<file path="config.mk">
export PLATFORM = sky130hd
export DESIGN_NAME = ss_subsystem_top
export DESIGN_NICKNAME = d
export VERILOG_FILES = /design/src/rtl/ss_pkg.sv /design/src/rtl/ss_subsystem_top.sv /design/src/rtl/ss_read_mux.sv /design/src/rtl/ss_reg_bank.sv /design/src/rtl/ss_bus_decoder.sv /design/src/rtl/save_state_controller.sv /design/src/rtl/ss_bridge_port.sv
export VERILOG_INCLUDE_DIRS = /design/src /design/src/include
export SDC_FILE = /design/constraint.sdc
export NUM_CORES = 2
export LEC_CHECK = 0
export BUFFER_PORTS_ARGS = -buffer_cell sky130_fd_sc_hd__buf_2
export CORE_ASPECT_RATIO = 2
export CORE_MARGIN = 2
export CORE_UTILIZATION = 55
export CTS_CLUSTER_SIZE = 20
export DETAILED_ROUTE_END_ITERATION = 8
export GPL_TIMING_DRIVEN = 0
export PLACE_DENSITY_LB_ADDON = 0.3
export REMOVE_ABC_BUFFERS = 1
export SYNTH_ARGS = -nofsm -noshare
export SYNTH_HDL_FRONTEND = slang
export SYNTH_SLANG_ARGS = --single-unit
export TNS_END_PERCENT = 100
</file>
<file path="constraint.sdc">
create_clock -name clk_sys -period 3.62 [get_ports clk_sys]
set_input_delay 0.362 -clock clk_sys [delete_from_list [all_inputs] [get_ports clk_sys]]
set_output_delay 0.362 -clock clk_sys [all_outputs]
set_load 0.005 [all_outputs]
</file>
<file path="src/include/ss_defines.svh">
`ifndef SS_DEFINES_SVH
`define SS_DEFINES_SVH

// Register banks on the save-state bus, one per emulated block
`define SS_NUM_BANKS 4

// Words held by one bank
`define SS_BANK_WORDS 16

// Words in a complete save state
`define SS_STATE_WORDS 64

// Top address nibble of the host bridge window
`define SS_BRIDGE_REGION 4

// Cycles each ack or busy phase is held
`define SS_APF_DELAY 3

// Cycles from bus address to read word capture
// Decoder, bank and mux add one register each, plus one for capture
`define SS_READ_WAIT 4

`endif
</file>
<file path="src/rtl/ss_pkg.sv">
`default_nettype none

package ss_pkg;

  // One save-state word as seen on the bus
  typedef logic [31:0] ss_word_t;

  // Bus address, upper bits pick the bank, low nibble the word
  typedef logic [7:0] ss_addr_t;

  typedef enum logic [3:0] {
    idle,
    save_ack,
    save_wait_ready,
    save_read,
    save_wait_host,
    load_data,
    load_write,
    load_wait_req,
    load_ack,
    load_busy
  } ctrl_state_t;

endpackage

`default_nettype wire

</file>
<file path="src/rtl/ss_subsystem_top.sv">
`timescale 1ns/10ps
`default_nettype none

module ss_subsystem_top (
  input  wire                   clk_sys,
  input  wire                   reset,
  input  wire                   bridge_wr,
  input  wire                   bridge_rd,
  input  wire [31:0]            bridge_addr,
  input  wire ss_pkg::ss_word_t bridge_wr_data,
  output ss_pkg::ss_word_t      bridge_rd_data,
  input  wire                   savestate_start,
  input  wire                   savestate_load,
  output logic                  savestate_start_ack,
  output logic                  savestate_start_busy,
  output logic                  savestate_start_ok,
  output logic                  savestate_load_ack,
  output logic                  savestate_load_busy,
  output logic                  savestate_load_ok,
  input  wire                   ss_ready,
  output logic                  ss_halt,
  output logic                  ss_reset
);
  import ss_pkg::*;
  `include "ss_defines.svh"

  logic                              load_full;
  logic                              load_take;
  logic                              save_full;
  logic                              save_put;
  ss_word_t                          load_word;
  ss_addr_t                          bus_addr;
  ss_word_t                          bus_wdata;
  ss_word_t                          bus_rdata;
  logic                              bus_wren;
  logic                              bus_reset;
  logic [`SS_NUM_BANKS-1:0]          bank_wren;
  logic [$clog2(`SS_BANK_WORDS)-1:0] word_index;
  logic [$clog2(`SS_NUM_BANKS)-1:0]  bank_sel;
  logic                              bank_reset;
  ss_word_t                          bank_rdata [`SS_NUM_BANKS];

  ss_bridge_port u_bridge_port (
    .clk_sys(clk_sys), .reset(reset),
    .bridge_wr(bridge_wr), .bridge_rd(bridge_rd), .bridge_addr(bridge_addr),
    .bridge_wr_data(bridge_wr_data), .bridge_rd_data(bridge_rd_data),
    .load_take(load_take), .load_full(load_full), .load_word(load_word),
    .save_put(save_put), .bus_rdata(bus_rdata), .save_full(save_full)
  );

  save_state_controller u_controller (
    .clk_sys(clk_sys), .reset(reset),
    .savestate_start(savestate_start), .savestate_load(savestate_load),
    .savestate_start_ack(savestate_start_ack), .savestate_start_busy(savestate_start_busy),
    .savestate_start_ok(savestate_start_ok), .savestate_load_ack(savestate_load_ack),
    .savestate_load_busy(savestate_load_busy), .savestate_load_ok(savestate_load_ok),
    .ss_ready(ss_ready), .ss_halt(ss_halt), .ss_reset(ss_reset),
    .load_full(load_full), .load_word(load_word), .load_take(load_take),
    .save_full(save_full), .save_put(save_put),
    .bus_addr(bus_addr), .bus_wdata(bus_wdata), .bus_wren(bus_wren), .bus_reset(bus_reset)
  );

  ss_bus_decoder u_decoder (
    .clk_sys(clk_sys), .reset(reset),
    .bus_addr(bus_addr), .bus_wren(bus_wren), .bus_reset(bus_reset),
    .bank_wren(bank_wren), .word_index(word_index), .bank_sel(bank_sel),
    .bank_reset(bank_reset)
  );

  // One bank per emulated block: cpu, ppu, apu, video
  for (genvar i = 0; i < `SS_NUM_BANKS; i++) begin : g_bank
    ss_reg_bank #(.BANK_ID(i)) u_bank (
      .clk_sys(clk_sys), .bank_reset(bank_reset), .wren(bank_wren[i]),
      .word_index(word_index), .wdata(bus_wdata), .rdata(bank_rdata[i])
    );
  end

  ss_read_mux u_read_mux (
    .clk_sys(clk_sys), .bank_sel(bank_sel), .bank_rdata(bank_rdata), .bus_rdata(bus_rdata)
  );

endmodule

`default_nettype wire

</file>
<file path="src/rtl/ss_read_mux.sv">
`timescale 1ns/10ps
`default_nettype none

`include "ss_defines.svh"

module ss_read_mux (
  input  wire                              clk_sys,
  input  wire [$clog2(`SS_NUM_BANKS)-1:0]  bank_sel,
  input  wire ss_pkg::ss_word_t            bank_rdata [`SS_NUM_BANKS],
  output ss_pkg::ss_word_t                 bus_rdata
);

  // Select aligned with the bank read register
  logic [$clog2(`SS_NUM_BANKS)-1:0] sel_q;

  always_ff @(posedge clk_sys) begin
    sel_q     <= bank_sel;
    bus_rdata <= bank_rdata[sel_q];
  end

endmodule

`default_nettype wire

</file>
<file path="src/rtl/ss_reg_bank.sv">
`timescale 1ns/10ps
`default_nettype none

`include "ss_defines.svh"

module ss_reg_bank #(
  parameter int BANK_ID = 0
) (
  input  wire                               clk_sys,
  input  wire                               bank_reset,
  input  wire                               wren,
  input  wire [$clog2(`SS_BANK_WORDS)-1:0]  word_index,
  input  wire ss_pkg::ss_word_t             wdata,
  output ss_pkg::ss_word_t                  rdata
);
  import ss_pkg::*;

  ss_word_t mem [`SS_BANK_WORDS];

  // Default word is bank id, word index, then a fixed pattern
  function automatic ss_word_t default_word(input int index);
    ss_word_t w;
    w = {8'(BANK_ID), 8'(index), 16'h5a5a};
    return w;
  endfunction

  always_ff @(posedge clk_sys) begin
    if (bank_reset) begin
      for (int i = 0; i < `SS_BANK_WORDS; i++) begin
        mem[i] <= default_word(i);
      end
    end else if (wren) begin
      mem[word_index] <= wdata;
    end
  end

  // Registered read, one cycle after the index
  always_ff @(posedge clk_sys) begin
    rdata <= mem[word_index];
  end

endmodule

`default_nettype wire

</file>
<file path="src/rtl/ss_bus_decoder.sv">
`timescale 1ns/10ps
`default_nettype none

`include "ss_defines.svh"

module ss_bus_decoder (
  input  wire                               clk_sys,
  input  wire                               reset,
  input  wire ss_pkg::ss_addr_t             bus_addr,
  input  wire                               bus_wren,
  input  wire                               bus_reset,
  output logic [`SS_NUM_BANKS-1:0]          bank_wren,
  output logic [$clog2(`SS_BANK_WORDS)-1:0] word_index,
  output logic [$clog2(`SS_NUM_BANKS)-1:0]  bank_sel,
  output logic                              bank_reset
);

  localparam int idx_w = $clog2(`SS_BANK_WORDS);
  localparam int sel_w = $clog2(`SS_NUM_BANKS);

  logic             in_range;
  logic [sel_w-1:0] bank_num;

  // Addresses above the last bank select nothing
  assign in_range = bus_addr[7:idx_w+sel_w] == '0;
  assign bank_num = bus_addr[idx_w +: sel_w];

  always_ff @(posedge clk_sys) begin
    if (reset) begin
      bank_wren  <= '0;
      bank_reset <= 1'b0;
    end else begin
      bank_wren  <= (bus_wren && in_range) ? (`SS_NUM_BANKS)'(1) << bank_num : '0;
      bank_reset <= bus_reset;
    end
  end

  always_ff @(posedge clk_sys) begin
    word_index <= bus_addr[idx_w-1:0];
    bank_sel   <= bank_num;
  end

endmodule

`default_nettype wire

</file>
<file path="src/rtl/save_state_controller.sv">
`timescale 1ns/10ps
`default_nettype none

module save_state_controller (
  input  wire              clk_sys,
  input  wire              reset,
  input  wire              savestate_start,
  input  wire              savestate_load,
  output logic             savestate_start_ack,
  output logic             savestate_start_busy,
  output logic             savestate_start_ok,
  output logic             savestate_load_ack,
  output logic             savestate_load_busy,
  output logic             savestate_load_ok,
  input  wire              ss_ready,
  output logic             ss_halt,
  output logic             ss_reset,
  input  wire              load_full,
  input  wire ss_pkg::ss_word_t load_word,
  output logic             load_take,
  input  wire              save_full,
  output logic             save_put,
  output ss_pkg::ss_addr_t bus_addr,
  output ss_pkg::ss_word_t bus_wdata,
  output logic             bus_wren,
  output logic             bus_reset
);
  import ss_pkg::*;
  `include "ss_defines.svh"

  localparam int delay_w = $clog2(`SS_APF_DELAY + 1);
  localparam int wait_w = $clog2(`SS_READ_WAIT + 1);
  localparam logic [delay_w-1:0] phase_len = delay_w'(`SS_APF_DELAY - 1);
  localparam ss_addr_t last_addr = ss_addr_t'(`SS_STATE_WORDS - 1);

  ctrl_state_t        state;
  logic [delay_w-1:0] apf_delay;
  // Counts from 1 on the cycle after bus_addr changes
  logic [wait_w-1:0]  wait_cnt;

  always_ff @(posedge clk_sys) begin
    if (reset) begin
      state                <= idle;
      apf_delay            <= '0;
      wait_cnt             <= '0;
      savestate_start_ack  <= 1'b0;
      savestate_start_busy <= 1'b0;
      savestate_start_ok   <= 1'b0;
      savestate_load_ack   <= 1'b0;
      savestate_load_busy  <= 1'b0;
      savestate_load_ok    <= 1'b0;
      ss_halt              <= 1'b0;
      ss_reset             <= 1'b0;
      load_take            <= 1'b0;
      save_put             <= 1'b0;
      bus_addr             <= '0;
      bus_wren             <= 1'b0;
      // Restores the bank defaults
      bus_reset            <= 1'b1;
    end else begin
      load_take <= 1'b0;
      save_put  <= 1'b0;
      bus_wren  <= 1'b0;
      bus_reset <= 1'b0;
      if (apf_delay != '0) begin
        apf_delay <= apf_delay - 1'b1;
      end

      case (state)
        idle: begin
          ss_halt  <= 1'b0;
          bus_addr <= '0;
          if (savestate_start) begin
            state                <= save_ack;
            apf_delay            <= phase_len;
            savestate_start_ack  <= 1'b1;
            savestate_start_ok   <= 1'b0;
            savestate_load_ok    <= 1'b0;
          end else if (load_full) begin
            // First word wraps the address to 0
            state    <= load_data;
            bus_addr <= '1;
            ss_halt  <= 1'b1;
          end
        end

        save_ack: begin
          if (apf_delay == '0) begin
            state                <= save_wait_ready;
            apf_delay            <= phase_len;
            savestate_start_ack  <= 1'b0;
            savestate_start_busy <= 1'b1;
          end
        end
        save_wait_ready: begin
          if (ss_ready && apf_delay == '0) begin
            state                <= save_read;
            savestate_start_busy <= 1'b0;
            savestate_start_ok   <= 1'b1;
            ss_halt              <= 1'b1;
            wait_cnt             <= wait_w'(1);
          end
        end
        save_read: begin
          wait_cnt <= wait_cnt + 1'b1;
          if (wait_cnt == wait_w'(`SS_READ_WAIT - 1)) begin
            save_put <= 1'b1;
          end
          // save_full is visible one cycle after the put
          if (wait_cnt == wait_w'(`SS_READ_WAIT)) begin
            state <= save_wait_host;
          end
        end
        save_wait_host: begin
          if (!save_full) begin
            if (bus_addr == last_addr) begin
              state   <= idle;
              ss_halt <= 1'b0;
            end else begin
              state    <= save_read;
              bus_addr <= bus_addr + 1'b1;
              wait_cnt <= wait_w'(1);
            end
          end
        end

        load_data: begin
          if (bus_addr == last_addr) begin
            state <= load_wait_req;
          end else if (load_full) begin
            state     <= load_write;
            load_take <= 1'b1;
            bus_wdata <= load_word;
          end
        end
        load_write: begin
          state    <= load_data;
          bus_addr <= bus_addr + 1'b1;
          bus_wren <= 1'b1;
        end
        load_wait_req: begin
          if (savestate_load) begin
            state               <= load_ack;
            apf_delay           <= phase_len;
            savestate_load_ack  <= 1'b1;
            savestate_load_ok   <= 1'b0;
            savestate_start_ok  <= 1'b0;
            ss_reset            <= 1'b1;
          end
        end
        load_ack: begin
          if (apf_delay == '0) begin
            state               <= load_busy;
            apf_delay           <= phase_len;
            savestate_load_ack  <= 1'b0;
            savestate_load_busy <= 1'b1;
          end
        end
        load_busy: begin
          if (apf_delay == '0) begin
            state               <= idle;
            savestate_load_busy <= 1'b0;
            savestate_load_ok   <= 1'b1;
            ss_reset            <= 1'b0;
          end
        end
        default: state <= idle;
      endcase
    end
  end

endmodule

`default_nettype wire

</file>
<file path="src/rtl/ss_bridge_port.sv">
`timescale 1ns/10ps
`default_nettype none

module ss_bridge_port (
  input  wire              clk_sys,
  input  wire              reset,
  input  wire              bridge_wr,
  input  wire              bridge_rd,
  input  wire [31:0]       bridge_addr,
  input  wire ss_pkg::ss_word_t bridge_wr_data,
  output ss_pkg::ss_word_t bridge_rd_data,
  input  wire              load_take,
  output logic             load_full,
  output ss_pkg::ss_word_t load_word,
  input  wire              save_put,
  input  wire ss_pkg::ss_word_t bus_rdata,
  output logic             save_full
);
  import ss_pkg::*;
  `include "ss_defines.svh"

  // Byte size of the load window
  localparam logic [27:0] window_bytes = 28'(`SS_STATE_WORDS * 4);

  logic     in_region;
  logic     wr_hit;
  logic     rd_hit;
  ss_word_t save_word;

  // Host words are big-endian by nibble
  function automatic ss_word_t nibble_swap(input ss_word_t w);
    ss_word_t r;
    for (int n = 0; n < 8; n++) begin
      r[4*n +: 4] = w[28 - 4*n +: 4];
    end
    return r;
  endfunction

  assign in_region = bridge_addr[31:28] == 4'(`SS_BRIDGE_REGION);
  assign wr_hit = bridge_wr && in_region && (bridge_addr[27:0] < window_bytes);
  assign rd_hit = bridge_rd && in_region;

  always_ff @(posedge clk_sys) begin
    if (reset) begin
      load_full <= 1'b0;
      save_full <= 1'b0;
    end else begin
      if (wr_hit) begin
        load_full <= 1'b1;
      end else if (load_take) begin
        load_full <= 1'b0;
      end
      // A host read frees the save buffer
      if (save_put) begin
        save_full <= 1'b1;
      end else if (rd_hit) begin
        save_full <= 1'b0;
      end
    end
  end

  always_ff @(posedge clk_sys) begin
    if (wr_hit) begin
      load_word <= nibble_swap(bridge_wr_data);
    end
    if (save_put) begin
      save_word <= bus_rdata;
    end
    if (rd_hit) begin
      bridge_rd_data <= nibble_swap(save_word);
    end
  end

endmodule

`default_nettype wire

</file>
# Yosys cells after proc, flatten, opt, wreduce, memory -nomap -nowiden
# Memory sizes are Yosys's and may differ from the RTL's. A register that Yosys moved wholly into a read port is not among the register bits.
# Cells that the tools add are included.
[totals] ramBits=2048 n_memories=4 wordCells=193 reg_bits=204 out_inout_bits=40 inputBits=71
[memory_table] name="g_bank[0].u_bank.mem" depth=16 word_bits=32 read_ports=1 rd_clocked_by_memory_dff=1 wr=16 line="ss_reg_bank.sv:18" text="ss_word_t mem [`SS_BANK_WORDS];"
[memory_table] name="g_bank[1].u_bank.mem" depth=16 word_bits=32 read_ports=1 rd_clocked_by_memory_dff=1 wr=16 line="ss_reg_bank.sv:18"
[memory_table] name="g_bank[2].u_bank.mem" depth=16 word_bits=32 read_ports=1 rd_clocked_by_memory_dff=1 wr=16 line="ss_reg_bank.sv:18"
[memory_table] name="g_bank[3].u_bank.mem" depth=16 word_bits=32 read_ports=1 rd_clocked_by_memory_dff=1 wr=16 line="ss_reg_bank.sv:18"
[classes] muxes=83 shifts=1 reduce_logical=41 n_bitwise=6 eq_ne=25 addsub=3 n_lt_le_gt_ge=2
[op_table] op="$mux W32" count=6
[op_table] op="$reduce_or A32 Y1" count=4
[op_table] op="$bmux W32 S2" count=1
[op_table] op="$mux W4" count=15
[op_table] op="$pmux W4 S10" count=1
[op_table] op="$mux W1" count=37
[op_table] op="$mux W8" count=4
[op_table] op="$lt A28 B9 Y1 const B" count=1
[op_table] op="$pmux W8 S3" count=1
[op_table] op="$eq A4 B3 Y1 const B" count=5
[op_table] op="$reduce_and A4 Y1" count=5
[op_table] op="$reduce_and A3 Y1" count=6
[op_table] op="$reduce_bool A2 Y1" count=8
[op_table] op="$reduce_bool A3 Y1" count=5
[op_table] op="$ne A2 B1 Y1 const B" count=6
[op_table] op="$mux W2" count=5
[op_table] op="$pmux W1 S2" count=5
[op_table] op="$mux W3" count=3
[op_table] op="$pmux W1 S3" count=3
[op_table] op="$pmux W3 S3" count=1
[op_table] op="$reduce_and A9 Y1" count=1
[op_table] op="$add A8 B1 Y8 const B" count=1
[op_table] op="$eq A4 B2 Y1 const B" count=2
[op_table] op="$eq A4 B4 Y1 const B" count=2
[op_table] op="other kinds (19)" count=33

# Logic depth before layout (Yosys ltp)
[depth] word_depth=5 depth_mapped=8

# By module
# From an unflattened synthesis, not the netlist that was laid out.
[unflattened] cells_unflattened=6313 hier_area_um2=101716.3
[modules_own_cells] module="ss_reg_bank (g_bank[0].u_bank)" n_inst=1 cells_per_inst=1468 area_per_inst_um2=23601.4
[modules_own_cells] module="ss_reg_bank (g_bank[2].u_bank)" n_inst=1 cells_per_inst=1469 area_per_inst_um2=23586.4
[modules_own_cells] module="ss_reg_bank (g_bank[1].u_bank)" n_inst=1 cells_per_inst=1469 area_per_inst_um2=23585.1
[modules_own_cells] module="ss_reg_bank (g_bank[3].u_bank)" n_inst=1 cells_per_inst=1469 area_per_inst_um2=23551.3
[modules_own_cells] module="ss_bridge_port" n_inst=1 cells_per_inst=115 area_per_inst_um2=3040.4
[modules_own_cells] module="save_state_controller" n_inst=1 cells_per_inst=232 area_per_inst_um2=2578.7
[modules_own_cells] module="ss_read_mux" n_inst=1 cells_per_inst=73 area_per_inst_um2=1495.2
[modules_own_cells] module="ss_bus_decoder" n_inst=1 cells_per_inst=18 area_per_inst_um2=277.8

# Worst setup path after synthesis
# Ideal clock, no wire load.
[synth_path] path_kind="flip-flop to flip-flop" start="register u_controller.state[3]" end="register u_controller.bus_wdata[0] (enable)" path_slack_ns=-0.200 n_path_buf=1 setup_time_ns=0.468 path_stages_with_launch=5 t_arrival_ns=3.353 required_time_ns=3.152 cell_sequence="dfxtp_1 -> buf_2 -> nor4bb_1 -> o21ai_0 -> nor3b_1"
[synth_via] elab_chain_cells=2
[synth_lines] item="start, declared" line="save_state_controller.sv:36" text="ctrl_state_t state;"
[synth_lines] item="start signal, assigned" line="save_state_controller.sv:43" text="state <= idle;"
[synth_lines] item="start signal, assigned" line="save_state_controller.sv:74" text="state <= save_ack;"
[synth_lines] item="start signal, assigned" line="save_state_controller.sv:81" text="state <= load_data;"
[synth_lines] item="$eq A4 B3 Y1" line="save_state_controller.sv:69" text="case (state)"
[synth_lines] item="$reduce_and A4 Y1 (no line)"
[synth_lines] item="end signal, assigned" line="save_state_controller.sv:133" text="bus_wdata <= load_word;"
[synth_lines] item="end, declared" line="save_state_controller.sv:24" text="output ss_pkg::ss_word_t bus_wdata,"
# No other way between the ends.
# A chain may end at the register's enable or synchronous reset.

==> summary.txt <==
Final layout
  • Layout Cells excl Fill: 8,855
  • Flip-flop and latch area: 69,450 µm²
  • Layout cells sized above 1: 26.01%
  • Final core occ: 63.83%
  • Area Overhead vs Synth: 15.30%
  • Filler Cells Inserted: 12,310
  • Multi-input gate area: 31,340 µm²
  • Final net count: 6,280

Global route
  • Vias in the first global route: 58,830
  • Total track usage: 30.83%
  • Largest net degree at the start of global routing: 130
  • Initial antenna violation count: 15
  • Grt total ovfl: 0
  • First-pass GRT wire length: 410,500 µm

Floorplan
  • Die width: 308.7 µm
  • # rows: 223
  • Starting Density: 55.36%
  • I/O Pins: 111
  • Die ar.: 189,300 µm²
  • Core Box Area: 184,400 µm²
  • Die Ht: 613.3 µm

CTS
  • Root buffer cell: clkbuf_16
  • CTS tree: done
  • H-tree levels: 4
  • Num CTS Buffers: 204
  • Clk_lat worst skew: 860 ps
  • Clock Tree Buf Depth: 4
  • Clk slew on worst S/H paths: 70 ps
  • Clock sink count: 2,380

Logic synthesis
  • Number of distinct library cells after synthesis: 55
  • Count leader, synth: edfxtp_1
  • Ys Warns: 0
  • Mean Syn Cell Area: 16.68 µm²
  • Cell area after synthesis: 102,100 µm²
  • Largest cells by area after synthesis: edfxtp_1 64%, mux4_2 15%, and2_1 8.2%
  • Cell taking the most area after synthesis: edfxtp_1
  • Synth cell count leaders: 2,176 x edfxtp_1, 1,345 x and2_1, 705 x or3_1
  • Ys async rst share: 0%
  • Area fraction of the dominant cell type after synthesis: 64.00%
  • Mapped Cells: 6,122
  • Most used DFF post-synth: edfxtp_1
  • Synthesized flop and latch total: 2,380
  • Post-synth EDFFs: 2,176
  • Post-synthesis sequential area ratio: 68.00%

STA
  • Final Hold Fails: 0
  • Hold slack final: 44.71 ps
  • Least-Margin Pin Slew: 1262 ps
  • Fmax: 0.2784 GHz
  • Count of final setup violators: 0
  • Slew headroom: 15.79%
  • Clock Skews: 41.24 ps
  • Period minus WS final: 3592 ps
  • Final period util: 99.24%
  • Slew Limit Fails: 0
  • RSZ-0062 raised after global routing: false

Drt
  • Overall via count from detail_route: 56,850
  • Vias per cell: 6.420
  • Drt total wl: 289,800 µm
  • WL per Instance: 32.73 µm
  • DR iter-0 viols: 6,729
  • Drt pass-1 iters: 6
  • Detail Route Antenna Nets: 0
  • # DRC: 0

Power and ir drop
  • Total power: 0.06823 W
  • PwrDens: 579.6 nW/µm²
  • Leakage power: 35.79 nW
  • VDD IR-drop max: 0.4727 mV

Critical path
  • CP Launch Type: register
  • Reg2reg setup slack: 30 ps
  • Worst Setup End Kind: register
  • Crit path required time: 4120 ps
  • Critical path fanouts, max: 50
  • Worst r2r dst: g_bank[2].u_bank.mem[0][4]
  • Critical path type: reg2reg
  • R2R Path Start: u_decoder.word_index[3]
  • CP endpoint: g_bank[2].u_bank.mem[0][4]
  • Reg2reg path depth: 7
  • WP data arrival: 4090 ps
  • Worst Setup SP: u_decoder.word_index[3]

Status
  • Outcome: finished, final reports clean

Place
  • Placed Instances: 8,160
  • Global placer's final weighted congestion: 0.7982
  • HPWL after DPL: 160,000 µm
  • # port buffers: 102

Job
  • Max-cap viol count: 0

Min path
  • Hold crit path type: in2reg
==> metrics by stage <==
step                      instance area (µm²)  setup TNS, ps  setup WS (ps)
after floorplan                         99260              -         -28150
after global placement                 102900              -         -49200
after detailed placement               106300       -6688330          -3057
after CTS                              117200         -552.2         -32.89
after global routing                   117700              0          19.87
final                                  117700              0          27.51
==> metal layers <==
metal | GRT usage, % | vias up | wire length (µm)
met5 | 0 | - | 13
met4 | 21.68 | 2 | 24420
met3 | 3.983 | 1040 | 21050
met2 | 56.71 | 3162 | 157900
met1 | 32.26 | 29200 | 86470
li1 | - | 23450 | -
==> how the worst min path moves through the flow <==
stage,startpoint,end,slack [ps],cells after the start
5_1_grt,bridge_addr[31],u_bridge_port.bridge_rd_data[6],60,4
2_1_floorplan,u_decoder.bank_sel[0],u_read_mux.sel_q[0],310,0
3_3_place_gp,u_decoder.bank_sel[1],u_read_mux.sel_q[1],310,0
4_1_cts,bridge_addr[31],u_bridge_port.bridge_rd_data[27],20,4
6_report,bridge_addr[31],u_bridge_port.bridge_rd_data[27],40,4
3_5_place_dp,u_decoder.bank_sel[1],u_read_mux.sel_q[1],310,0
==> cell usage in the layout, fill, tap and decap left out, drive strengths merged, types with 12 or more instances in the layout <==
master / n
nand2: 31
bufbuf: 20
mux4: 672
dlygate4sd3: 38
diode: 13
or3: 705
bufinv: 13
clkinv: 53
a21oi: 19
nor2: 104
dfxtp: 204
inv: 17
and2: 1345
edfxtp: 2176
nand3: 21
clkbuf: 299
or2: 129
buf: 408
o21ai: 12
==> area by class of cell <==
type | count | share of cell area (%)
sequential | 2380 | 59.00
clock inverter | 74 | 0.6101
inverter | 14 | 0.04464
multi-input combinational | 3134 | 26.62
clock buffer | 297 | 4.988
tap | 2475 | 2.631
timing repair buffer | 468 | 6.083
antenna | 13 | 0.02763
==> kinds of logic after synthesis <==
kind of cell	count (synthesis)	synth area share, %
buf+inv	698	2.832
fa+ha+maj	7	0.08578
mux	674	14.84
flops	2380	68.00
simple gates	2293	13.78
xor+xnor	1	0.008580
compound gates	69	0.4522
==> registers in the layout, indices dropped and copies added (netlist names), 8 cells and up <==
name,cells
u_bridge_port.bridge_rd_data,32
u_controller.bus_addr,8
g_bank.u_bank.mem,2048
g_bank.u_bank.rdata,128
u_read_mux.bus_rdata,32
u_bridge_port.load_word,32
u_controller.bus_wdata,32
u_bridge_port.save_word,32
==> critical path, stage by stage, from the launching register on <==
cell and delay (ps):
dfxtp_4 460, buf_16 230, nor2_4 780, nand2_8 340
buf_12 300, nor2_2 220, buf_8 220, or2_4 380
==> where the power goes <==
part | internal, W | total [W] | switching [W]
Combinational | 0.00707 | 0.0144 | 0.00732
Clock | 0.0122 | 0.0221 | 0.00995
Sequential | 0.0310 | 0.0317 | 0.000650
==> timing repair <==
action | 4_1_cts | 5_1_grt
buffers inserted | 139 | 13
gates cloned | 106 | 6
endpoints found under the setup margin | 4147 | 728
hold endpoints to repair | 43 | 0
gates resized for setup | 171 | 4
hold buffers | 38 | 0
pin swaps | 30 | 1
Power figures use the tool's default switching activity.
